<file path="config.mk">
export PLATFORM = sky130hd
export DESIGN_NAME = ex_mem_reg
export DESIGN_NICKNAME = d
export VERILOG_FILES = /design/src/verilog/mem_pkg.sv /design/src/verilog/ex_mem_reg.sv
export SDC_FILE = /design/constraint.sdc
export NUM_CORES = 1
export LEC_CHECK = 0
export ABC_AREA = 1
export BUFFER_PORTS_ARGS = -buffer_cell sky130_fd_sc_hd__clkbuf_2
export CAP_MARGIN = 0
export CORE_AREA = 5 5 238 240
export CTS_BUF_LIST = sky130_fd_sc_hd__clkbuf_4
export DETAILED_ROUTE_END_ITERATION = 8
export DIE_AREA = 0 0 243 245
export GPL_TIMING_DRIVEN = 0
export HOLD_SLACK_MARGIN = 0.03
export PLACE_DENSITY_LB_ADDON = 0.25
export SYNTH_ARGS = -nofsm -noshare
export SYNTH_HDL_FRONTEND = slang
export SYNTH_SLANG_ARGS = --single-unit
</file>
<file path="constraint.sdc">
create_clock -name clk -period 1 [get_ports clk]
set_clock_uncertainty 0.15 [all_clocks]
set_input_delay 0.15 -clock clk [delete_from_list [all_inputs] [get_ports clk]]
set_output_delay 0.15 -clock clk [all_outputs]
set_load 0.03 [all_outputs]
</file>
<file path="src/verilog/mem_pkg.sv">
package mem_pkg;

    // ~~~~~~~~~~~~~~~~~~~~
    // widths
    // ~~~~~~~~~~~~~~~~~~~~
    typedef logic [63:0] xlen_t;        // register and data word.
    typedef logic [63:0] pc_t;          // program counter.
    typedef logic [31:0] inst_t;        // instruction word.
    typedef logic [4:0]  reg_addr_t;    // register file index.

    localparam pc_t RESET_PC = 64'h0000_0000_8000_0000;   // pc carried by a bubble.

    typedef enum logic [1:0] {
        SIZE_B,
        SIZE_H,
        SIZE_W,
        SIZE_D
    } mem_size_e;

    // codes above RES_PC4 fall back to the alu result.
    typedef enum logic [2:0] {
        RES_ALU,
        RES_LOAD,
        RES_CSR,
        RES_PC4
    } rfres_sel_e;

    // ~~~~~~~~~~~~~~~~~~~~
    // stage bundles
    // ~~~~~~~~~~~~~~~~~~~~
    typedef struct packed {
        logic       live;
        pc_t        pc;
        inst_t      inst;
        xlen_t      alu_result;     // also the memory address.
        rfres_sel_e sel_rfres;
        logic       mem_wen;
        logic       mem_ena;
        logic       mem_unsigned;   // zero extend on load.
        xlen_t      rf_rdata2;      // store data.
        mem_size_e  sel_memdata;
        logic       rf_we;
        reg_addr_t  rf_waddr;
        logic       ebreak;
        logic       load;
        xlen_t      csr_data;
    } ex_bundle_t;

    typedef struct packed {
        logic      live;
        pc_t       pc;
        inst_t     inst;
        logic      rf_we;
        reg_addr_t rf_waddr;
        xlen_t     rf_wdata;
        logic      ebreak;
    } wb_bundle_t;

endpackage

</file>
<file path="src/verilog/ex_mem_reg.sv">
`timescale 1ns/1ns

module ex_mem_reg
    import mem_pkg::*;
(
    input  logic       clk,
    input  logic       rst,
    input  logic       valid,
    input  logic       ena,
    input  ex_bundle_t ex_in,
    output ex_bundle_t mem_q
);

    // ~~~~~~~~~~~~~~~~~~~~
    // pipeline register
    // ~~~~~~~~~~~~~~~~~~~~
    always_ff @(posedge clk) begin
        if (rst || !valid) begin
            mem_q    <= '0;                 // clean bubble.
            mem_q.pc <= RESET_PC;
        end else if (ena) begin
            mem_q <= ex_in;
        end                                 // stall holds.
    end

    // a bubble must not reach memory, the register file or the halt latch.
    // upstream is trusted to clear these flags on a dead bundle.
    a_bubble_clean : assert property (
        @(posedge clk) disable iff (rst)
        !mem_q.live |-> !(mem_q.rf_we || mem_q.mem_ena || mem_q.ebreak)
    ) else $error("ex_mem_reg: dead bundle carries side effects.");

endmodule

</file>
==> results of run 1 <==
[metrics by stage]
| step | hold WS (ns) | TNS [ns] | instances | setup WS (ns) | utilization |
|---|---|---|---|---|---|
| 2_1_floorplan | 0.126 | -1.41 | 1324 | -0.0470 | - |
| 3_3_place_gp | 0.227 | -154.10 | 2640 | -0.746 | 0.267 |
| 3_5_place_dp | 0.236 | -161.21 | 2640 | -0.766 | 0.267 |
[synth_stat cells, drive strengths merged]
cell / count / share of area
clkbuf: 13 / 0.0046
a21oi: 304 / 0.14
nand3: 1 / 0.00047
nand2: 611 / 0.22
dfxtp: 305 / 0.58
inv: 3 / 0.0013
buf: 87 / 0.057
[logic make-up after synthesis]
family / count (synthesis)
AOI/OAI and AO/OA: 304
DFF: 305
buffers and inverters: 103
and+or+nand+nor: 612
==> results.toml, run 1 <==
[synthesis]
seq_area_frac_synth = 0.576
synth_simple_gate_area_frac = 0.217
postSynthNetCount = 1633
syn_inst = 1324
synth_mux_area_frac = 0
synth_area_per_cell_sq_um = 8.01
synth_compound_area_frac = 0.144
synthAdderAreaFrac = 0
ys_ff_latch = 305
synth_xor_area_frac = 0
synth_cell_types = 11
ys_warn_count = 0
synth_area_sq_um = 10600
synth_top_family_by_area = "simple AND/OR/NAND/NOR gates"

[floorplanning]
fp.dieH_um = 245
start_util = 0.195
num_rows = 86
io_pins = 614
die_width_um = 243

[clock_tree]
clk_path_buf_depth = 3
cts_setup_buffers = 33
clock-root-buffer = "clkbuf_4"
postCtsResizedCells = 916
ctsHoldBuffers = 568
numCtsBuffers = 91
cts.htree.levels = 3
clkSinkCount = 305

[place]
routabilityCongestion = 0.856
io_buffers = 612
place_area_sq_um = 14500
dp_hpwl_um = 35300

[run_status]
firstError = "[ERROR RSZ-0060] Max buffer count reached."
status = "aborted with a tool error"
lastStage = "clock tree synthesis (4_1_cts)"
==> run 2, diff against run 1 <==
--- a/config.mk
+++ b/config.mk
@@ -8,13 +8,11 @@
 export ABC_AREA = 1
 export BUFFER_PORTS_ARGS = -buffer_cell sky130_fd_sc_hd__clkbuf_2
 export CAP_MARGIN = 0
-export CORE_AREA = 5 5 238 240
-export CTS_BUF_LIST = sky130_fd_sc_hd__clkbuf_4
+export CORE_MARGIN = 5
+export CORE_UTILIZATION = 20
 export DETAILED_ROUTE_END_ITERATION = 8
-export DIE_AREA = 0 0 243 245
 export GPL_TIMING_DRIVEN = 0
-export HOLD_SLACK_MARGIN = 0.03
-export PLACE_DENSITY_LB_ADDON = 0.25
+export PLACE_DENSITY_LB_ADDON = 0.15
 export SYNTH_ARGS = -nofsm -noshare
 export SYNTH_HDL_FRONTEND = slang
 export SYNTH_SLANG_ARGS = --single-unit
==> constraint.sdc (replaced) <==
create_clock -name clk -period 1.3 [get_ports clk]
set_clock_uncertainty 0.15 [all_clocks]
set_input_delay 0.195 -clock clk [delete_from_list [all_inputs] [get_ports clk]]
set_output_delay 0.195 -clock clk [all_outputs]
set_load 0.03 [all_outputs]
==> results.toml, run 2 <==
[run_status]
status = "complete, but fails checks"
violations = "setup timing"

[power_and_ir_drop]
power_switching_mw = 6.29
swShare = 0.256
cellLeakagePower_nw = 10.1
share_seq_of_total_power = 0.407
power.density_nw_per_um2 = 1050
ir_drop_uv = 891
power_mw = 24.5
clock_power_share = 0.423
power.internal_mw = 18.2
share_comb_of_total_power = 0.170

[clock_tree]
cts.htree.levels = 2
clock-root-buffer = "clkbuf_16"
clock_latency_ns = 0.52
clkSinkCount = 305
clkSlewWorstSetupHoldPaths_ns = 0.06
cts_tree = "built"
numCtsBuffers = 37
clk_path_buf_depth = 3

[route]
firstDrtPassIters = 5
num_vias = 12800
drc = 0
drt_iter0_drc = 395
drt-total-wl_um = 52000
ant_nets = 0
vias_per_cell = 4.11
wl_per_cell_um = 16.7

[place]
place_inst = 2624
dp_hpwl_um = 36900
io_buffers = 612
place_area_sq_um = 14500
routabilityCongestion = 0.828

[final_layout]
final_nets = 2709
drive_above_1_share = 0.475
reg_top3 = "mem_q (305)"
nFillCells = 5114
final_common_cell = "nand2_1"
mostFrequentLayoutCells = "nand2_1, dlygate4sd3_1, clkbuf_2"
final_cells = 3115
final_cell_area_sq_um = 23300
area_growth_syn_to_layout_pct = 120
largest_reg_flops = 305
largest-register = "mem_q"

[critical_path]
critPathTopFamily = "flip-flops"
cp.arrival_ns = 1.02
cp_num_buf_inv = 1
cpPeakStageDelay_ns = 0.36
worstSetupEndpointType = "output pin"
cp_slowest_cell = "dfxtp_4"
critical_path.startpoint = "mem_q[187]"
cp.required_ns = 0.95
r2r-start = "mem_q[179]"
r2r_end = "mem_q[179]"
crit_cells = 1
path_cells = "buf_8"
startpoint_type = "register"
crit_path_max_fanout = 2
crit_end = "mem_q[187]"
rr_worst_depth = 4
regToRegSetupSlack_ns = 0.36
worstSetupPathType = "reg2out"

[floorplanning]
num_rows = 84
die_area_sq_um = 57700
core_area_sq_um = 52600
die_width_um = 240
fp.dieH_um = 240
start_util = 0.202
io_pins = 614

[sta]
holdWs_ns = 0.0191
timing.fmax_mhz = 735
post-route-min-period_ns = 1.36
min_period_over_period = 1.05
setup_slack_ns = -0.0610
hold_violations = 0
rsz0062_at_grt = "yes"
drv_slew = 0
setup-violations-final = 308
tightestPinTransition_ns = 0.615
relSlewSlack = 0.590

[synthesis]
async_flop_share = 0
syn_inst = 1324
synth_area_per_cell_sq_um = 8.01
synth_cell_types = 11
synth_compound_area_frac = 0.144
synth_area_sq_um = 10600
synth_simple_gate_area_frac = 0.217
postSynthNetCount = 1633
synth_edf_count = 0
synth_mux_area_frac = 0
netlist.area_leader.share = 0.576
synth_area_leader_cell = "dfxtp_1"
ys_ff_latch = 305
yosysMostFrequentCell = "nand2_1"
synth_top_family_by_area = "simple AND/OR/NAND/NOR gates"
synthAdderAreaFrac = 0
ys_warn_count = 0
synth_area_leaders = "dfxtp_1, nand2_1, a21oi_1"
synthTopCellsByCount = "nand2_1, dfxtp_1, a21oi_1, buf_2, buf_6"
ys.flop_type = "dfxtp_1"
synth_xor_area_frac = 0
seq_area_frac_synth = 0.576

[global_route]
grt_first_pass_wirelength_um = 76700
grt_max_degree = 12
antenna_found_initial = 2
overflow = 0
grt_use_total = 0.167
grt_pass1_vias = 13600

[hold_path]
min_path_type = "in2reg"

[run]
maxCapViolations = 0
==> run 2: cell counts after synthesis <==
No cell type changed its count.
==> run 2: area by class of cell <==
| type | instances | area (sq um) | area share |
|---|---|---|---|
| plain buffers | 100 | 657 | 0.0282 |
| clock buffers | 61 | 1170 | 0.0502 |
| inverters | 3 | 13.8 | 0.000591 |
| repair buffers | 1037 | 10200 | 0.437 |
| multi-input cells | 916 | 3870 | 0.166 |
| well taps | 688 | 861 | 0.0369 |
| flip-flops and latches | 305 | 6490 | 0.279 |
| clock inverters | 4 | 52.6 | 0.00226 |
| diodes | 1 | 2.50 | 0.000107 |
==> run 2: logic make-up (layout without fill, tap and decap cells) <==
family | Yosys count | count (layout)
AO/OA/AOI/OAI | 304 | 304
AND/OR/NAND/NOR | 612 | 612
flip-flops | 305 | 305
other | 0 | 1
buffers and inverters | 103 | 1205
==> run 2: metal layers <==
metal  vias up  track usage  part of all wire
li1       6385            -                 -
met1      5916        0.186              0.37
met2       413        0.309              0.53
met3        97       0.0446             0.069
met4         2       0.0526             0.031
met5         -            0           0.00025
==> run 2: how the worst min path moves through the flow <==
stage,startpoint,end,depth (start not counted)
2_1_floorplan,ex_in[271],mem_q[271],2
3_3_place_gp,ex_in[294],mem_q[294],3
3_5_place_dp,ex_in[143],mem_q[143],3
4_1_cts,ena,mem_q[13],4
5_1_grt,ena,mem_q[32],4
6_report,ena,mem_q[31],4
==> run 2: per-stage QoR <==
step | util | setup TNS [ns] | setup WS [ns]
finish | 0.443 | -12.28 | -0.0610
global route | 0.443 | -29.12 | -0.118
CTS | 0.429 | -34.08 | -0.132
detailed placement | 0.276 | -73.11 | -0.471
global placement | 0.276 | -74.91 | -0.464
floorplan | - | 0 | 0.208
==> run 2: repair_timing <==
action | in CTS | in global routing
hold buffers | 358 | 0
hold endpoints to repair | 305 | 0
setup endpoints to repair | 305 | 329
pin swaps | 0 | 7
setup buffers | 25 | 55
resized for setup | 915 | 323
==> run 2: power by group through the flow <==
stage          combinational, mW  clock [mW]  sequential [mW]
2_1_floorplan              0.859           0             10.6
6_report                    4.17        10.4             9.98
3_3_place_gp                2.62           0             10.0
4_1_cts                     3.99        10.8             9.90
5_1_grt                     4.46        11.2             10.0
3_5_place_dp                2.63           0             10.0
Power figures use the tool's default switching activity.
