File: src/verilog/mem_pkg.sv
package mem_pkg;

    // ~~~~~~~~~~~~~~~~~~~~
    // widths
    // ~~~~~~~~~~~~~~~~~~~~
    typedef logic [63:0] xlen_t;        // register and data word.
    typedef logic [63:0] pc_t;          // program counter.
    typedef logic [31:0] inst_t;        // instruction word.
    typedef logic [4:0]  reg_addr_t;    // register file index.

    localparam pc_t RESET_PC = 64'h0000_0000_8000_0000;   // pc carried by a bubble.

    typedef enum logic [1:0] {
        SIZE_B,
        SIZE_H,
        SIZE_W,
        SIZE_D
    } mem_size_e;

    // codes above RES_PC4 fall back to the alu result.
    typedef enum logic [2:0] {
        RES_ALU,
        RES_LOAD,
        RES_CSR,
        RES_PC4
    } rfres_sel_e;

    // ~~~~~~~~~~~~~~~~~~~~
    // stage bundles
    // ~~~~~~~~~~~~~~~~~~~~
    typedef struct packed {
        logic       live;
        pc_t        pc;
        inst_t      inst;
        xlen_t      alu_result;     // also the memory address.
        rfres_sel_e sel_rfres;
        logic       mem_wen;
        logic       mem_ena;
        logic       mem_unsigned;   // zero extend on load.
        xlen_t      rf_rdata2;      // store data.
        mem_size_e  sel_memdata;
        logic       rf_we;
        reg_addr_t  rf_waddr;
        logic       ebreak;
        logic       load;
        xlen_t      csr_data;
    } ex_bundle_t;

    typedef struct packed {
        logic      live;
        pc_t       pc;
        inst_t     inst;
        logic      rf_we;
        reg_addr_t rf_waddr;
        xlen_t     rf_wdata;
        logic      ebreak;
    } wb_bundle_t;

endpackage

File: src/verilog/mem_stage.sv
`timescale 1ns/1ns

module mem_stage
    import mem_pkg::*;
#(
    parameter int RAM_WORDS = 256
) (
    input  logic                         clk,
    input  logic                         ena,
    input  ex_bundle_t                   mem_q,
    input  xlen_t                        ram_rdata,
    output logic [$clog2(RAM_WORDS)-1:0] ram_addr,
    output xlen_t                        ram_wdata,
    output logic [7:0]                   ram_wstrb,
    output wb_bundle_t                   wb_d
);

    localparam int AW = $clog2(RAM_WORDS);

    logic [2:0] byte_off;
    logic [7:0] size_strb;
    logic       misaligned;
    xlen_t      lane;
    xlen_t      load_data;
    xlen_t      rf_wdata;

    assign byte_off = mem_q.alu_result[2:0];
    assign ram_addr = mem_q.alu_result[AW+2:3];     // doubleword index.

    // ~~~~~~~~~~~~~~~~~~~~
    // store path
    // ~~~~~~~~~~~~~~~~~~~~
    always_comb begin
        case (mem_q.sel_memdata)
            SIZE_B:  size_strb = 8'h01;
            SIZE_H:  size_strb = 8'h03;
            SIZE_W:  size_strb = 8'h0f;
            default: size_strb = 8'hff;
        endcase
    end

    assign ram_wdata = mem_q.rf_rdata2 << {byte_off, 3'b000};   // little endian lanes.
    assign ram_wstrb = (ena && mem_q.mem_ena && mem_q.mem_wen) ?
                       (size_strb << byte_off) : 8'h00;

    // ~~~~~~~~~~~~~~~~~~~~
    // load path
    // ~~~~~~~~~~~~~~~~~~~~
    assign lane = ram_rdata >> {byte_off, 3'b000};

    always_comb begin
        case (mem_q.sel_memdata)
            SIZE_B:  load_data = mem_q.mem_unsigned ? {56'b0, lane[7:0]} :
                                 {{56{lane[7]}}, lane[7:0]};
            SIZE_H:  load_data = mem_q.mem_unsigned ? {48'b0, lane[15:0]} :
                                 {{48{lane[15]}}, lane[15:0]};
            SIZE_W:  load_data = mem_q.mem_unsigned ? {32'b0, lane[31:0]} :
                                 {{32{lane[31]}}, lane[31:0]};
            default: load_data = lane;
        endcase
    end

    // ~~~~~~~~~~~~~~~~~~~~
    // result select
    // ~~~~~~~~~~~~~~~~~~~~
    always_comb begin
        case (mem_q.sel_rfres)
            RES_LOAD: rf_wdata = load_data;
            RES_CSR:  rf_wdata = mem_q.csr_data;
            RES_PC4:  rf_wdata = mem_q.pc + 64'd4;  // link address.
            default:  rf_wdata = mem_q.alu_result;
        endcase
    end

    assign wb_d.live     = mem_q.live;
    assign wb_d.pc       = mem_q.pc;
    assign wb_d.inst     = mem_q.inst;
    assign wb_d.rf_we    = mem_q.rf_we;
    assign wb_d.rf_waddr = mem_q.rf_waddr;
    assign wb_d.rf_wdata = rf_wdata;
    assign wb_d.ebreak   = mem_q.ebreak;

    always_comb begin
        case (mem_q.sel_memdata)
            SIZE_B:  misaligned = 1'b0;
            SIZE_H:  misaligned = byte_off[0];
            SIZE_W:  misaligned = |byte_off[1:0];
            default: misaligned = |byte_off;
        endcase
    end

    // execute is expected to trap misaligned accesses before they get here.
    a_aligned : assert property (
        @(posedge clk) (mem_q.live && (mem_q.mem_ena || mem_q.load)) |-> !misaligned
    ) else $error("mem_stage: misaligned access at pc %h.", mem_q.pc);

endmodule

File: config.mk
export PLATFORM = sky130hd
export DESIGN_NAME = mem_stage
export DESIGN_NICKNAME = d
export VERILOG_FILES = /design/src/verilog/mem_pkg.sv /design/src/verilog/mem_stage.sv
export SDC_FILE = /design/constraint.sdc
export NUM_CORES = 1
export LEC_CHECK = 0
export BUFFER_PORTS_ARGS = -buffer_cell sky130_fd_sc_hd__buf_2
export CORE_AREA = 2 2 239 241
export DETAILED_ROUTE_END_ITERATION = 10
export DIE_AREA = 0 0 241 243
export PLACE_DENSITY = 0.34
export SKIP_LAST_GASP = 1
export SYNTH_ARGS = -nofsm -noshare
export SYNTH_HDL_FRONTEND = slang
export SYNTH_SLANG_ARGS = --single-unit
export TNS_END_PERCENT = 5
File: constraint.sdc
create_clock -name vclk -period 2
set_input_delay 0.1 -clock vclk [all_inputs]
set_output_delay 0.1 -clock vclk [all_outputs]
set_load 0.005 [all_outputs]
Word level (Yosys, flattened, before mapping). Index checks and enable logic that the tools add are counted.

Add/sub/neg operators: 1. Equal/unequal tests: 5. Shifts and indexed selects: 3. Mux-type cells: 7. Reductions and logical operators: 3.

Operators with widths (count): 64-bit one-hot mux with 3 select lines (2); 64-bit 2-to-1 mux (3); 64-bit by 3-bit adder with 64-bit output, second input constant (1); 64-bit by 6-bit << shifter with 64-bit output (1); 64-bit by 6-bit >> shifter with 64-bit output (1); 8-bit one-hot mux with 3 select lines (1); 8-bit 2-to-1 mux (1); 8-bit by 3-bit << shifter with 8-bit output (1); 3-bit by 2-bit == test with 1-bit output, second input constant (2); 3-bit by 1-bit == test with 1-bit output, second input constant (1); 2-bit by 1-bit == test with 1-bit output, second input constant (1); 2-bit == test, second input constant (1); 1-bit logical AND (2); 2-bit zero test (1).

Bits in registers: 0. Bits of input ports: 371. Output and inout bits: 248. Word-level logic and storage cells: 19.

Depth between registers and ports, before layout.
Depth after elaboration: 4. Depth in mapped cells: 12. Mapped depth without buffers: 7.

Worst setup path before layout. Ideal clock, no wire load.

Kind: input to output. From: in mem_q[145] (netlist name). To: out wb_d[60] (netlist name). Data arrival time: 2.057 ns. Data required time: 1.900 ns. Setup slack: -0.157 ns. Cell stages on the path: 8. Path buffers: 2. Path through: buf_2 inv_2 mux4_2 or3_1 o211a_1 buf_6 or3_1 a31oi_1.

RTL lines: start: declaration (line mem_stage.sv:10) `input ex_bundle_t mem_q,`; end: declaration (line mem_stage.sv:15) `output wb_bundle_t wb_d`.

==> summary.txt <==
Sequential area share after synthesis: 0
Routed len/inst: 25.2 um
Max FO, Critical Path: 8
Die X-Extent: 241 um
Iteration-0 DRC Markers: 710
Status: finished, violations left
Synth Warn #: 0
Share of post-route cells with drive strength above 1: 0.491
CP Launch Point: mem_q[144]
Required time worst endpoint: 1900 ps
Die area: 58,600 um^2
Register area: 0 um^2
First-pass GRT wire length: 90,300 um
Slew margin rel.: 0.472
Placed cells: 2,628
Initial antenna violation count: 26
Final Hold Viols: 0
Port Buffers: 537
RD Place Congestion: 0.905
Vias: 12,360
WL final: 66,500 um
Maximum vdd drop: 0.0000791 V
Final-report setup violation count: 62
Gr usage total: 0.213
# clk buffers: 0
Power density over the cells: 242 nW/um^2
Initial Utilization: 0.138
DP Area: 12,500 um^2
Number of core rows: 87
Post-Syn Area per Cell: 6.18 um^2
Synthesized area: 7730 um^2
Most common cell on crit path: buf_6
Critical Path Source Type: input pin
Routing usage on met1: 0.244
Antenna-violating nets left: 0
Cells after Synth: 1,250
# DRC: 0
Leakage: 6.03 nW
Worst-Margin Slew: 784 ps
Setup crit end kind: output port
PnR worst setup slack: -428 ps
Tcrit/Tclk final: 1.21
Hold Crit Depth: 0
Unique masters post-synth: 68
CP delay by family, top: buffers and inverters
Nets@finish: 2,253
Final min period: 2430 ps
Worst EP arrival: 2330 ps
Vias in the first global route: 12,554
TritonRoute pass-1 iters: 5
Area Overhead vs Synth: 65.5%
Crit path largest cell delay: 530 ps
Buf+Inv Stages, Crit Path: 5
Largest net degree at the start of global routing: 67
Hold_ws: 200 ps
Die H: 243 um
Failing checks: negative setup slack
GRT Max-Usage Layer: met2
Layout Cells excl Fill: 2,640
Fmax: 0.412 GHz
Worst path cell trace: buf_12, mux2i_2, mux4_2, or3_4, buf_6, o211ai_2, buf_6, buf_4, nand3_1, a21oi_1, buf_2
Slew Viols, Final: 0
Post-DP HPWL: 58,000 um
CORE AREA: 56,000 um^2
Kind of critical path: in -> out
Number of max-cap violations: 0
Total grt overflow: 0
Min-Delay Path Class: in -> out
Hold path startpoint: mem_q[220]
Met3 Usage GRT: 0.0483
Seq cells: 0
Crit-path slowest cell: mux4_2
Vias/cell: 4.68
CTS Hold Bufs: 0
Met2 Use GR: 0.402
Syn nets: 1,622
Final instance area: 12,800 um^2
RSZ-0062 raised after global routing: true
Critical path depth: 11
Top Ports: 619
cell usage in the layout (no fill, tap or decap), types with 14 or more instances in the layout:
master,instances
a211oi_1,28
a21oi_1,103
a31oi_1,18
and2_1,14
and3_1,17
buf_2,536
buf_4,287
mux2_2,39
mux2i_1,81
nand2_1,120
nand3_1,36
nand4_1,26
nor2_1,164
nor3_1,26
o21ai_0,90
o21ai_1,14
xnor2_1,25
xor2_1,18
report_power, final:
part,switching (W),internal [W]
clock,0,0.000000000335
combinational,0.00169,0.00140
sequential,0,0
total,0.00169,0.00140
layer usage:
layer  up-vias  wire, um
met5         -       196
met2       576     33900
met4        32      1250
li1       5769         -
met3        73      5170
met1      5910     26000
through the flow:
| step | power, W | setup slack, ps | utilization | TNS (ps) |
|---|---|---|---|---|
| after floorplan | 0.00134 | -95.4 | - | -1720 |
| after global placement | 0.00305 | -609 | 0.224 | -33430 |
| after detailed placement | 0.00304 | -600 | 0.224 | -33400 |
| after CTS | 0.00312 | -402 | 0.228 | -18080 |
| after global routing | 0.00332 | -471 | 0.228 | -22930 |
| final | 0.00309 | -428 | 0.229 | -18080 |
cells in the mapped netlist, drive strengths merged, types with 3 or more instances:
| library cell | number | area share |
|---|---|---|
| or2 | 3 | 0.0024 |
| and4 | 7 | 0.0079 |
| xnor2 | 25 | 0.028 |
| mux2 | 39 | 0.057 |
| o22ai | 8 | 0.0065 |
| nor2b | 11 | 0.0089 |
| buf | 141 | 0.13 |
| a21oi | 106 | 0.069 |
| or3 | 14 | 0.011 |
| nand2 | 122 | 0.060 |
| a211oi | 29 | 0.028 |
| nor3 | 27 | 0.017 |
| o211ai | 10 | 0.010 |
| o21ai | 106 | 0.069 |
| nor4 | 12 | 0.011 |
| a22oi | 6 | 0.0058 |
| mux4 | 7 | 0.020 |
| o21a | 11 | 0.011 |
| a221oi | 6 | 0.0068 |
| xor2 | 18 | 0.020 |
| a31oi | 19 | 0.015 |
| nand4 | 26 | 0.021 |
| and2 | 15 | 0.012 |
| a21o | 4 | 0.0039 |
| clkbuf | 75 | 0.036 |
| inv | 13 | 0.0063 |
| a22o | 3 | 0.0034 |
| o32ai | 13 | 0.015 |
| a221o | 5 | 0.0065 |
| o32a | 4 | 0.0052 |
| o22a | 9 | 0.010 |
| a32oi | 6 | 0.0068 |
| and3 | 17 | 0.014 |
| or4 | 6 | 0.0058 |
| mux2i | 84 | 0.11 |
| nand3 | 36 | 0.023 |
| nor2 | 165 | 0.080 |
| o221ai | 6 | 0.0068 |
| o31a | 9 | 0.010 |
area by class of cell:
cell class	count	area [um^2]
Inverter	14	57.6
Multi-Input combinational cell	1020	6540
Timing Repair Buffer	845	5240
Fill cell	6605	43200
Tap cell	756	946
Antenna cell	5	12.5
cells by family (layout without fill, tap and decap cells):
family	after synthesis	in the layout	share of synthesized area
muxes	130	130	0.186
adders and majority gates	1	1	0.00162
other	0	5	0
xor gates and xnor gates	43	43	0.0487
and+or+nand+nor	467	467	0.281
buffers and inverters	230	859	0.171
AOI/OAI and AO/OA	379	379	0.312
final timing paths:
path | to | slack (ps)
hold / removal | wb_d[83] | 200
setup / recovery | wb_d[37] | -430
timing repair:
action,in CTS,in global routing
setup endpoints to repair,94,78
setup buffers,5,0
resized for setup,34,3
gates cloned,1,1
pin swaps,5,0
Note: power is estimated with default switching activity, not from simulation.
