$ cat src/verilog/mem_pkg.sv
package mem_pkg;

    // ~~~~~~~~~~~~~~~~~~~~
    // widths
    // ~~~~~~~~~~~~~~~~~~~~
    typedef logic [63:0] xlen_t;        // register and data word.
    typedef logic [63:0] pc_t;          // program counter.
    typedef logic [31:0] inst_t;        // instruction word.
    typedef logic [4:0]  reg_addr_t;    // register file index.

    localparam pc_t RESET_PC = 64'h0000_0000_8000_0000;   // pc carried by a bubble.

    typedef enum logic [1:0] {
        SIZE_B,
        SIZE_H,
        SIZE_W,
        SIZE_D
    } mem_size_e;

    // codes above RES_PC4 fall back to the alu result.
    typedef enum logic [2:0] {
        RES_ALU,
        RES_LOAD,
        RES_CSR,
        RES_PC4
    } rfres_sel_e;

    // ~~~~~~~~~~~~~~~~~~~~
    // stage bundles
    // ~~~~~~~~~~~~~~~~~~~~
    typedef struct packed {
        logic       live;
        pc_t        pc;
        inst_t      inst;
        xlen_t      alu_result;     // also the memory address.
        rfres_sel_e sel_rfres;
        logic       mem_wen;
        logic       mem_ena;
        logic       mem_unsigned;   // zero extend on load.
        xlen_t      rf_rdata2;      // store data.
        mem_size_e  sel_memdata;
        logic       rf_we;
        reg_addr_t  rf_waddr;
        logic       ebreak;
        logic       load;
        xlen_t      csr_data;
    } ex_bundle_t;

    typedef struct packed {
        logic      live;
        pc_t       pc;
        inst_t     inst;
        logic      rf_we;
        reg_addr_t rf_waddr;
        xlen_t     rf_wdata;
        logic      ebreak;
    } wb_bundle_t;

endpackage

$ cat src/verilog/wb_commit.sv
`timescale 1ns/1ns

module wb_commit
    import mem_pkg::*;
(
    input  logic       clk,
    input  logic       rst,
    input  logic       ena,
    input  wb_bundle_t wb_d,
    output logic       rf_we,
    output reg_addr_t  rf_waddr,
    output xlen_t      rf_wdata,
    output logic       retire_valid,
    output pc_t        retire_pc,
    output inst_t      retire_inst,
    output logic       halted
);

    wb_bundle_t wb_q;

    // ~~~~~~~~~~~~~~~~~~~~
    // mem/wb register
    // ~~~~~~~~~~~~~~~~~~~~
    always_ff @(posedge clk) begin
        if (rst || !ena || halted) begin
            wb_q    <= '0;                  // one commit per ena edge.
            wb_q.pc <= RESET_PC;
        end else begin
            wb_q <= wb_d;
        end
    end

    always_ff @(posedge clk) begin
        if (rst) begin
            halted <= 1'b0;
        end else if (ena && !halted && wb_d.live && wb_d.ebreak) begin
            halted <= 1'b1;                 // sticky until reset.
        end
    end

    assign rf_we        = wb_q.rf_we && (wb_q.rf_waddr != 5'd0) && !halted;   // x0 is hardwired.
    assign rf_waddr     = wb_q.rf_waddr;
    assign rf_wdata     = wb_q.rf_wdata;
    assign retire_valid = wb_q.live;        // the ebreak itself still retires.
    assign retire_pc    = wb_q.pc;
    assign retire_inst  = wb_q.inst;

    // a register write always belongs to a retiring instruction.
    a_we_retires : assert property (
        @(posedge clk) disable iff (rst)
        rf_we |-> retire_valid
    ) else $error("wb_commit: register write without retirement.");

endmodule
$ cat config.mk
export PLATFORM = sky130hd
export DESIGN_NAME = wb_commit
export DESIGN_NICKNAME = d
export VERILOG_FILES = /design/src/verilog/mem_pkg.sv /design/src/verilog/wb_commit.sv
export SDC_FILE = /design/constraint.sdc
export NUM_CORES = 1
export LEC_CHECK = 0
export BUFFER_PORTS_ARGS = -buffer_cell sky130_fd_sc_hd__buf_4
export CORE_MARGIN = 10
export CORE_UTILIZATION = 40
export DETAILED_ROUTE_END_ITERATION = 7
export GPL_TIMING_DRIVEN = 0
export HOLD_SLACK_MARGIN = 0.05
export PLACE_DENSITY = 0.81
export SLEW_MARGIN = 15
export SYNTH_ARGS = -nofsm -noshare
export SYNTH_HDL_FRONTEND = slang
export SYNTH_SLANG_ARGS = --single-unit
$ cat constraint.sdc
create_clock -name clk -period 2.25 [get_ports clk]
set_input_delay 0.1125 -clock clk [delete_from_list [all_inputs] [get_ports clk]]
set_output_delay 0.1125 -clock clk [all_outputs]
set_load 0.01 [all_outputs]
# After elaboration in Yosys (flattened, before gate mapping)
# Cells that the tools add are included.
[op_classes] reduce_logical=10
[op_table] op="logical AND 1 bit" n=5
[op_table] op="nonzero test 5 bit" n=1
[op_table] op="logical NOT 1 bit" n=2
[op_table] op="logical OR 1 bit" n=2
[word_totals] output_inout_bits=168 regBits=168 input_bits=171 elab_cells=17

# Depth between registers and ports, before layout
# Gate-level depths: netlist of the first run.
[depth] word_depth=4 depth_mapped=4 ltp_nobuf=2

# Least setup slack after synthesis of the first run
# No wires, ideal clock.
[synth_path] path_kind="flip-flop to flip-flop" from="reg halted" to="reg wb_q (netlist bit retire_inst[0])" path_buffers=2 synth_period_minus_slack_ns=1.094 path_slack_ns=1.156 required_time_ns=2.191 stages_incl_launch_ff=5 setup_ns=0.059 t_arrival_ns=1.036 path_cell_list="dfxtp_1 -> nor3b_4 -> buf_4 -> buf_2 -> and2_1"
[synth_between] elab_chain_len=1
[synth_lines] item="from (decl)" line="wb_commit.sv:16" rtl="output logic halted"
[synth_lines] item="from (signal assigned)" line="wb_commit.sv:35" rtl="halted <= 1'b0;"
[synth_lines] item="from (signal assigned)" line="wb_commit.sv:37" rtl="halted <= 1'b1;"
[synth_lines] item="logical OR 1 bit" line="wb_commit.sv:25" rtl="if (rst || !ena || halted) begin"
[synth_lines] item="to (signal assigned)" line="wb_commit.sv:29" rtl="wb_q <= wb_d;"
[synth_lines] item="to (decl)" line="wb_commit.sv:19" rtl="wb_bundle_t wb_q;"
# Every way passes these cells.
# A chain may end at the register's enable or synchronous reset.

# Worst setup path after layout of the first run
[layout_path] from="reg halted" to="reg wb_q (netlist bit retire_inst[29])"
# Same word-level chain as after synthesis.

==> results of run 1 <==
## power groups by stage
stage | logic [mW] | registers, mW | clock network (mW)
after floorplan | 0.351 | 3.19 | 0
after global placement | 0.802 | 3.20 | 0
after detailed placement | 0.818 | 3.20 | 0
after CTS | 1.07 | 3.14 | 3.13
after global routing | 1.17 | 3.15 | 3.30
final | 1.10 | 3.15 | 3.12
## worst max path at each step
stage,depth (start not counted),slack (ps),end
6_report,4,780,retire_inst[29]
3_3_place_gp,4,860,rf_wdata[35]
5_1_grt,4,680,retire_inst[29]
2_1_floorplan,4,1160,retire_inst[0]
4_1_cts,4,830,rf_wdata[35]
3_5_place_dp,4,850,rf_wdata[34]
## metal layers
metal	GRT usage, %	vias to the layer above
met1	21.3	2440
li1	-	2472
met4	8.10	0
met2	43.2	255
met3	10.2	37
met5	0	-
## metrics by stage
stage | utilization (%) | instance area, sq um | power [mW]
6_report | 77.5 | 10900 | 7.37
2_1_floorplan | - | 5790 | 3.54
5_1_grt | 77.5 | 10900 | 7.62
3_3_place_gp | 60.9 | 8550 | 4.00
3_5_place_dp | 60.9 | 8550 | 4.02
4_1_cts | 77.4 | 10900 | 7.34
## worst max-delay path: stages (launching register included)
cell and delay (ps):
dfxtp_1 370, nor3b_4 340, buf_4 260, buf_2 220
and2_1 190
## flip-flops by register name (all words and copies together) (netlist names)
signal and flops:
retire_pc 64, rf_wdata 64, retire_inst 32, rf_waddr 5, halted 1, retire_valid 1
wb_q 1
## layout by cell type, fill, tap and decap left out
master / synthesis / final
clkbuf_1: 3 / 6
buf_2: 13 / 13
clkbuf_16: 0 / 17
bufinv_16: 0 / 4
dfxtp_1: 168 / 168
a31oi_1: 1 / 1
nor3b_4: 1 / 1
clkinv_4: 0 / 5
and2_1: 166 / 166
buf_4: 167 / 505
clkinv_2: 0 / 1
a21oi_1: 1 / 1
diode_2: 0 / 3
clkbuf_8: 0 / 2
nand2b_1: 2 / 2
nor2_1: 2 / 2
nor3_1: 1 / 1
dlygate4sd3_1: 0 / 169
## cell type report
cell class	instances	area [sq um]
tap	180	225
multi-input combinational	174	1090
clock buffer	22	464
antenna	3	7.51
clock inverter	10	169
sequential	168	3360
fill	750	3160
timing repair buffer	507	4230
buffer	183	1330
## kinds of logic (layout without fill, tap and decap cells)
group,Yosys count,count (layout)
buf+inv,183,722
other cells,0,3
flops,168,168
compound gates,2,2
simple gates,172,172
==> flow_summary.toml, run 1 <==
[timing]
finClkSkew_ps = 12.6
setup_viol = 0
hold_viol_final = 0
fin_hold_ws_ps = 262
period_minus_slack_ps = 1470
fmax_mhz = 682
tightest_slew_ps = 345
setup_ws_ps = 783
grt_setup_unrepaired = "no"
finalCritPeriodShare_pct = 65.2
relSlewSlack_pct = 77.0
drv_slew = 0
tns_ps = 0

[floorplanning]
ios = 339
die-height_microns = 140
rows = 43
die_area_sq_mm = 0.0197
start_util_pct = 41.2
die_w_microns = 140
core_sq_mm = 0.0140

[status]
outcome = "finished clean"

[finish]
instances_no_fill = 1247
syn_to_final_growth_pct = 88.0
nets = 1222
layout-drive-gt1-share_pct = 51.5

[detailed_routing]
finalWirelength_mm = 23.5
wl_met2_mm = 12.6
drt_first_pass_iters = 4
drt-met1-wl_mm = 8.10
drtAntennaViolNets = 0
drt_iter0_drc = 176
avgRoutedWirePerCell_microns = 18.8
vias = 5204
top_layer_used = "met4"
dr_wl_met3_mm = 2.25
viasPerCell = 4.17
drc = 0

[clock_network]
cts_buffer_depth = 2
clk-insertion-delay-late_ps = 410
cts_resized = 0
cts-root-buf = "clkbuf_16"
cts_hold_buf = 169
cts_made_buffers = 17
cts.sinks = 168
cts_setup_buffers = 0
cts_tree = "built"
cts_max_level = 4
path_clk_slew_ps = 70

[power_and_ir_drop]
max-vdd-ir-drop_v = 0.000445
p_leak_nw = 5.54
switching_share_pct = 21.8
comb_power_share_pct = 14.9
clkPwrFrac_pct = 42.4
p_int_mw = 5.76
p_switching_mw = 1.61
seq_power_share_pct = 42.7
power_density_mw_per_mm2 = 677

[critical_path]
startpoint = "halted"
path_max_fanout = 10
start_kind = "flop"
crit_required_ps = 2590
r2r-end = "retire_inst[29]"
endpoint_kind = "flop"
rr_startpoint = "halted"
crit_type = "flop to flop"
rrSetupSlack_ps = 780
cp.arrival_ps = 1800
reg2reg_depth = 4

[yosys]
ys_top_cells_by_area = "dfxtp_1 58%, buf_4 22%, and2_1 18%, buf_2 1.1%, nor3b_4 0.32%"
ys_types = 11
synth_nets = 696
synth_adder_area_share_pct = 0
synthMuxAreaShare_pct = 0
async_reset_ff_share_pct = 0
synthTopCellsByCount = "168 x dfxtp_1, 167 x buf_4, 166 x and2_1"
synth_cells = 525
synth-simple-area-share_pct = 18.7
syn_area_sq_mm = 0.00579
synth_xor_area_share_pct = 0
synth.avg_cell_area_sq_um = 11.0
synth_top_family_by_area = "buffers and inverters"
synth-edff-count = 0
yosys.area.top_type = "dfxtp_1"
synth_seq_area_share_pct = 58.1
yosysWarnings = 0
yosys_register_bits = 168
synth_top_area_share_pct = 58.1
synthFlopType = "dfxtp_1"
yosysMostFrequentCell = "dfxtp_1"
synth_compound_area_share_pct = 0.195

[worst_hold_path]
min_to = "retire_pc[31]"
hp-class = "primary input to flop"
holdPathStages = 4
holdCritStartpoint = "ena"

[placed_design]
dp_slack_ps = 850
gp_congestion = 0.793
place_hpwl_mm = 14.3
io_buffers = 338
dp_cells = 1043

[global_route]
grt_use_total_pct = 23.0
grt_pass1_vias = 6032
grt_max_degree = 17
antenna_found_initial = 3
grt.overflow.total = 0
grt_pass1_wl_mm = 35.0

[run]
maxCapViolCount = 0
(Power assumes the default switching activity.)
==> run 2: changes to the inputs <==
--- a/config.mk
+++ b/config.mk
@@ -5,13 +5,14 @@
 export SDC_FILE = /design/constraint.sdc
 export NUM_CORES = 1
 export LEC_CHECK = 0
+export ABC_AREA = 1
 export BUFFER_PORTS_ARGS = -buffer_cell sky130_fd_sc_hd__buf_4
 export CORE_MARGIN = 10
 export CORE_UTILIZATION = 40
 export DETAILED_ROUTE_END_ITERATION = 7
 export GPL_TIMING_DRIVEN = 0
 export HOLD_SLACK_MARGIN = 0.05
-export PLACE_DENSITY = 0.81
+export PLACE_DENSITY = 0.83
 export SLEW_MARGIN = 15
 export SYNTH_ARGS = -nofsm -noshare
 export SYNTH_HDL_FRONTEND = slang
==> constraint.sdc (replaced) <==
create_clock -name clk -period 1.15 [get_ports clk]
set_input_delay 0.0575 -clock clk [delete_from_list [all_inputs] [get_ports clk]]
set_output_delay 0.0575 -clock clk [all_outputs]
set_load 0.01 [all_outputs]
==> flow_summary.toml, run 2 <==
[placed_design]
dp_slack_ps = 15.7
io_buffers = 338
gp_congestion = 0.799
dp_cells = 1222
place_area_sq_mm = 0.00887
place_hpwl_mm = 14.6

[power_and_ir_drop]
comb_power_share_pct = 16.3
p_int_mw = 10.9
clkPwrFrac_pct = 40.7
power_density_mw_per_mm2 = 1270
seq_power_share_pct = 42.9
p_switching_mw = 3.41
p_leak_nw = 6.36
max-vdd-ir-drop_v = 0.000998
switching_share_pct = 23.8

[timing]
tightest_slew_ps = 213
relSlewSlack_pct = 85.8
tns_ps = -90.3
drv_slew = 0
finalCritPeriodShare_pct = 108
hold_viol_final = 0
grt_setup_unrepaired = "yes"
period_minus_slack_ps = 1240
fmax_mhz = 806
setup_viol = 1
finClkSkew_ps = 7.01
setup_ws_ps = -90.3

[clock_network]
cts-root-buf = "clkbuf_16"
cts_tree = "built"
clk-insertion-delay-late_ps = 410
cts.sinks = 168
cts_buffer_depth = 2
cts_made_buffers = 17
cts_setup_buffers = 0
path_clk_slew_ps = 70
cts_max_level = 4

[detailed_routing]
drc = 0
drt_iter0_drc = 190
drt_first_pass_iters = 4
vias = 5851
viasPerCell = 4.09
drtAntennaViolNets = 0
finalWirelength_mm = 24.8
avgRoutedWirePerCell_microns = 17.3

[critical_path]
start_kind = "flop"
crit_cells = 5
crit_type = "flop to primary output"
critical-path-slowest-cell = "dfxtp_2"
cp_cell_sequence = "nor2_4 -> nand3_2 -> nand2_2 -> inv_2 -> buf_6"
crit_buf_inv = 2
crit_family = "flip-flops"
crit_required_ps = 1090
path_max_fanout = 2
reg2reg_depth = 5
cp.arrival_ps = 1180
endpoint_kind = "primary output"
slowest_delay_ps = 330

[yosys]
synthTopCellsByCount = "169 x inv_1, 169 x nor2_1, 168 x dfxtp_1"
synth_cells = 696
synth-edff-count = 0
ys_top_cells_by_area = "dfxtp_1 55%, buf_4 20%, inv_1 10%, nor2_1 10%, buf_6 2.6%"
yosys.area.top_type = "dfxtp_1"
synth_seq_area_share_pct = 55.1
yosysWarnings = 0
synth_top_area_share_pct = 55.1
yosys_register_bits = 168
ys_types = 12
synth.avg_cell_area_sq_um = 8.76
synth_nets = 867
async_reset_ff_share_pct = 0
synthFlopType = "dfxtp_1"
syn_area_sq_mm = 0.00610

[finish]
nets = 1394
instances_no_fill = 1430
stdcell_area_sq_mm = 0.0113
fill_cells = 880
mostFrequentLayoutCells = "503 x buf_4, 170 x dlygate4sd3_1, 168 x inv_1"
final_common_cell = "buf_4"
seq_area_sq_mm = 0.00337
layout-drive-gt1-share_pct = 46.3
syn_to_final_growth_pct = 84.6
multiInputGateArea_sq_um = 726

[floorplanning]
core_sq_mm = 0.0151
start_util_pct = 40.4
ios = 339
die-height_microns = 143
die_w_microns = 143
rows = 45
die_area_sq_mm = 0.0206

[global_route]
grt_max_degree = 17
grt_pass1_wl_mm = 35.6
grt.overflow.total = 0
grt_use_total_pct = 22.9
grt_pass1_vias = 6511
antenna_found_initial = 4

[worst_hold_path]
hp-class = "primary input to flop"
holdPathStages = 3

[status]
outcome = "finished with violations"
violations = "negative setup slack"

[run]
maxCapViolCount = 0
==> run 2: cell types whose count changed after synthesis, moves of 2 or more <==
cell,before,now
nand2b_1,2,0
nor2_1,2,169
buf_6,0,14
nand3_1,0,2
buf_2,13,3
clkbuf_1,3,0
and2_1,166,0
inv_1,0,169
==> run 2: worst paths after layout <==
kind | end | from | slack (ps)
setup / recovery | rf_we | rf_waddr[4] | -90
hold reg to reg | halted | halted | 520
hold / removal | halted | rst | 390
setup reg to reg | retire_inst[6] | halted | 40
==> run 2: through the flow <==
step                util, %  hold slack [ps]  total power [mW]
global route           74.6              390              14.8
floorplan                 -              127              7.04
finish                 74.6              388              14.3
global placement       58.8              222              7.96
CTS                    74.3              139              14.3
detailed placement     58.8              232              8.01
==> run 2: what timing repair did <==
| item | 4_1_cts | 5_1_grt |
|---|---|---|
| pin swaps | 3 | 4 |
| gates resized for setup | 10 | 14 |
| hold buffers | 170 | 1 |
| setup endpoints to repair | 2 | 67 |
| endpoints found under the hold margin | 168 | 1 |
==> run 2: cells by family (layout without fill, tap and decap cells) <==
group	after synthesis	count (layout)	synth area share, %
compound gates	1	1	0.0820
buf+inv	353	893	33.7
flops	168	168	55.1
other cells	0	6	0
simple gates	174	174	11.1
==> run 2: area by class of cell <==
class / instances / area share [%]
timing repair buffer: 508 / 37.7
sequential: 168 / 29.9
buffer: 183 / 12.7
multi-input combinational: 175 / 6.44
inverter: 170 / 5.67
clock buffer: 20 / 4.14
tap: 188 / 2.09
clock inverter: 12 / 1.23
antenna: 6 / 0.133
==> run 2: layer usage <==
layer	vias to the layer above	wire [microns]	share of wire [%]	GRT usage, %
li1	2822	-	-	-
met1	2674	7810	31	19.9
met2	276	13500	55	43.2
met3	79	2280	9.2	8.65
met4	0	1170	4.7	13.8
met5	-	0	0	0
==> run 2: worst register-to-register path: stages (launching register included) <==
cell and delay (ps):
dfxtp_2 340, inv_2 80, nand3b_4 120, buf_8 180, buf_6 160, nor2_1 150
==> run 2: power by group through the flow <==
stage,registers [mW],clock network [mW],logic [mW]
6_report,6.16,5.84,2.34
5_1_grt,6.17,6.16,2.50
4_1_cts,6.14,5.89,2.25
3_5_place_dp,6.26,0,1.75
3_3_place_gp,6.25,0,1.70
2_1_floorplan,6.24,0,0.793
==> run 3: changes to the inputs <==
--- a/config.mk
+++ b/config.mk
@@ -12,7 +12,7 @@
 export DETAILED_ROUTE_END_ITERATION = 7
 export GPL_TIMING_DRIVEN = 0
 export HOLD_SLACK_MARGIN = 0.05
-export PLACE_DENSITY = 0.83
+export PLACE_DENSITY = 0.76
 export SLEW_MARGIN = 15
 export SYNTH_ARGS = -nofsm -noshare
 export SYNTH_HDL_FRONTEND = slang
==> flow_summary.toml, run 3 (synthesized netlist as in run 2, its figures left out) <==
[placed_design]
dp_cells = 1222
place_area_sq_mm = 0.00887
dp_slack_ps = 60.3
place_hpwl_mm = 14.3
io_buffers = 338
gp_congestion = 0.801

[clock_network]
cts_max_level = 4
cts_buffer_depth = 2
cts-root-buf = "clkbuf_16"
cts_setup_buffers = 0
cts_made_buffers = 17
cts_tree = "built"
cts.sinks = 168
path_clk_slew_ps = 60
clk-insertion-delay-late_ps = 420

[detailed_routing]
drt_first_pass_iters = 4
drt_iter0_drc = 154
avgRoutedWirePerCell_microns = 16.3
viasPerCell = 4.02
finalWirelength_mm = 23.3
vias = 5735
drc = 0
drtAntennaViolNets = 0

[timing]
period_minus_slack_ps = 1200
fmax_mhz = 836
hold_viol_final = 0
finClkSkew_ps = 9.94
tightest_slew_ps = 216
fin_hold_ws_ps = 158
tns_ps = -55.4
drv_slew = 0
relSlewSlack_pct = 85.6
grt_setup_unrepaired = "yes"
finalCritPeriodShare_pct = 104
setup_ws_ps = -46.4
setup_viol = 2

[power_and_ir_drop]
power_density_mw_per_mm2 = 1270
finalPower_mw = 14.2
max-vdd-ir-drop_v = 0.00119
p_leak_nw = 6.33

[critical_path]
crit_type = "flop to primary output"
path_max_fanout = 2
crit_required_ps = 1090
endpoint_kind = "primary output"
cp.arrival_ps = 1140
rr_startpoint = "halted"
startpoint = "rf_waddr[3]"
start_kind = "flop"

[status]
violations = "negative setup slack"
outcome = "finished with violations"

[finish]
layout-drive-gt1-share_pct = 44.9
final_common_cell = "buf_4"
syn_to_final_growth_pct = 83.4
instances_no_fill = 1426
fill_cells = 945
mostFrequentLayoutCells = "503 x buf_4, 170 x dlygate4sd3_1, 169 x inv_1"
stdcell_area_sq_mm = 0.0112
nets = 1394
final_util_pct = 74.2

[global_route]
antenna_found_initial = 4
grt_use_total_pct = 21.8
grt.overflow.total = 0
grt_pass1_wl_mm = 34.1
grt_max_degree = 17
grt_pass1_vias = 6443

[floorplanning]
ios = 339
core_sq_mm = 0.0151
die-height_microns = 143
die_area_sq_mm = 0.0206
start_util_pct = 40.4
rows = 45
die_w_microns = 143

[worst_hold_path]
hp-class = "primary input to flop"
holdCritStartpoint = "ena"

[run]
maxCapViolCount = 0
run 3: cell types whose count changed in the layout (fill, tap and decap cells not counted), moves of 2 or more:
| cell | change |
|---|---|
| clkbuf_1 | +4 |
| dfxtp_1 | +3 |
| inv_6 | -4 |
| nor2_2 | -2 |
| nor2_1 | +5 |
| dfxtp_2 | -2 |
| nor2_4 | -3 |
| diode_2 | -2 |
run 3: worst max-delay path, cell delays in order, from the launching register on:
cell     delay [ps]
dfxtp_2         320
nor2_2          110
nand3_1          80
nand2_1          60
inv_1            40
buf_6           120
run 3: what timing repair did:
item | in CTS | in global routing
setup endpoints to repair | 1 | 8
resized for setup | 3 | 4
hold endpoints to repair | 168 | 0
pin swaps | 2 | 0
hold buffers | 170 | 0
run 3: worst paths after layout:
| check | to | slack [ps] | cells after the start |
|---|---|---|---|
| max | rf_we | -50 | 5 |
| min reg2reg | halted | 530 | 2 |
| max reg2reg | retire_pc[39] | 60 | 5 |
| min | rf_waddr[4] | 160 | 4 |
run 3: cell type report:
class | instances | area [sq um] | area share (%)
inverter | 170 | 638 | 5.70
clock inverter | 7 | 120 | 1.07
antenna | 4 | 10.0 | 0.0895
timing repair buffer | 508 | 4240 | 37.9
multi-input combinational | 175 | 687 | 6.14
tap | 188 | 235 | 2.10
buffer | 183 | 1420 | 12.7
sequential | 168 | 3370 | 30.1
clock buffer | 23 | 468 | 4.18
run 3: routing by layer:
metal | vias to the layer above | GRT usage (%) | part of all wire, %
met5 | - | 0 | 0
met1 | 2608 | 19.5 | 33
met2 | 248 | 40.6 | 54
met3 | 64 | 8.32 | 8.4
li1 | 2815 | - | -
met4 | 0 | 12.7 | 4.5
run 3: power breakdown:
part / internal [mW] / switching [mW] / total, mW
Sequential: 6.07 / 0.0792 / 6.15
Combinational: 1.45 / 0.849 / 2.30
Clock: 3.52 / 2.26 / 5.77
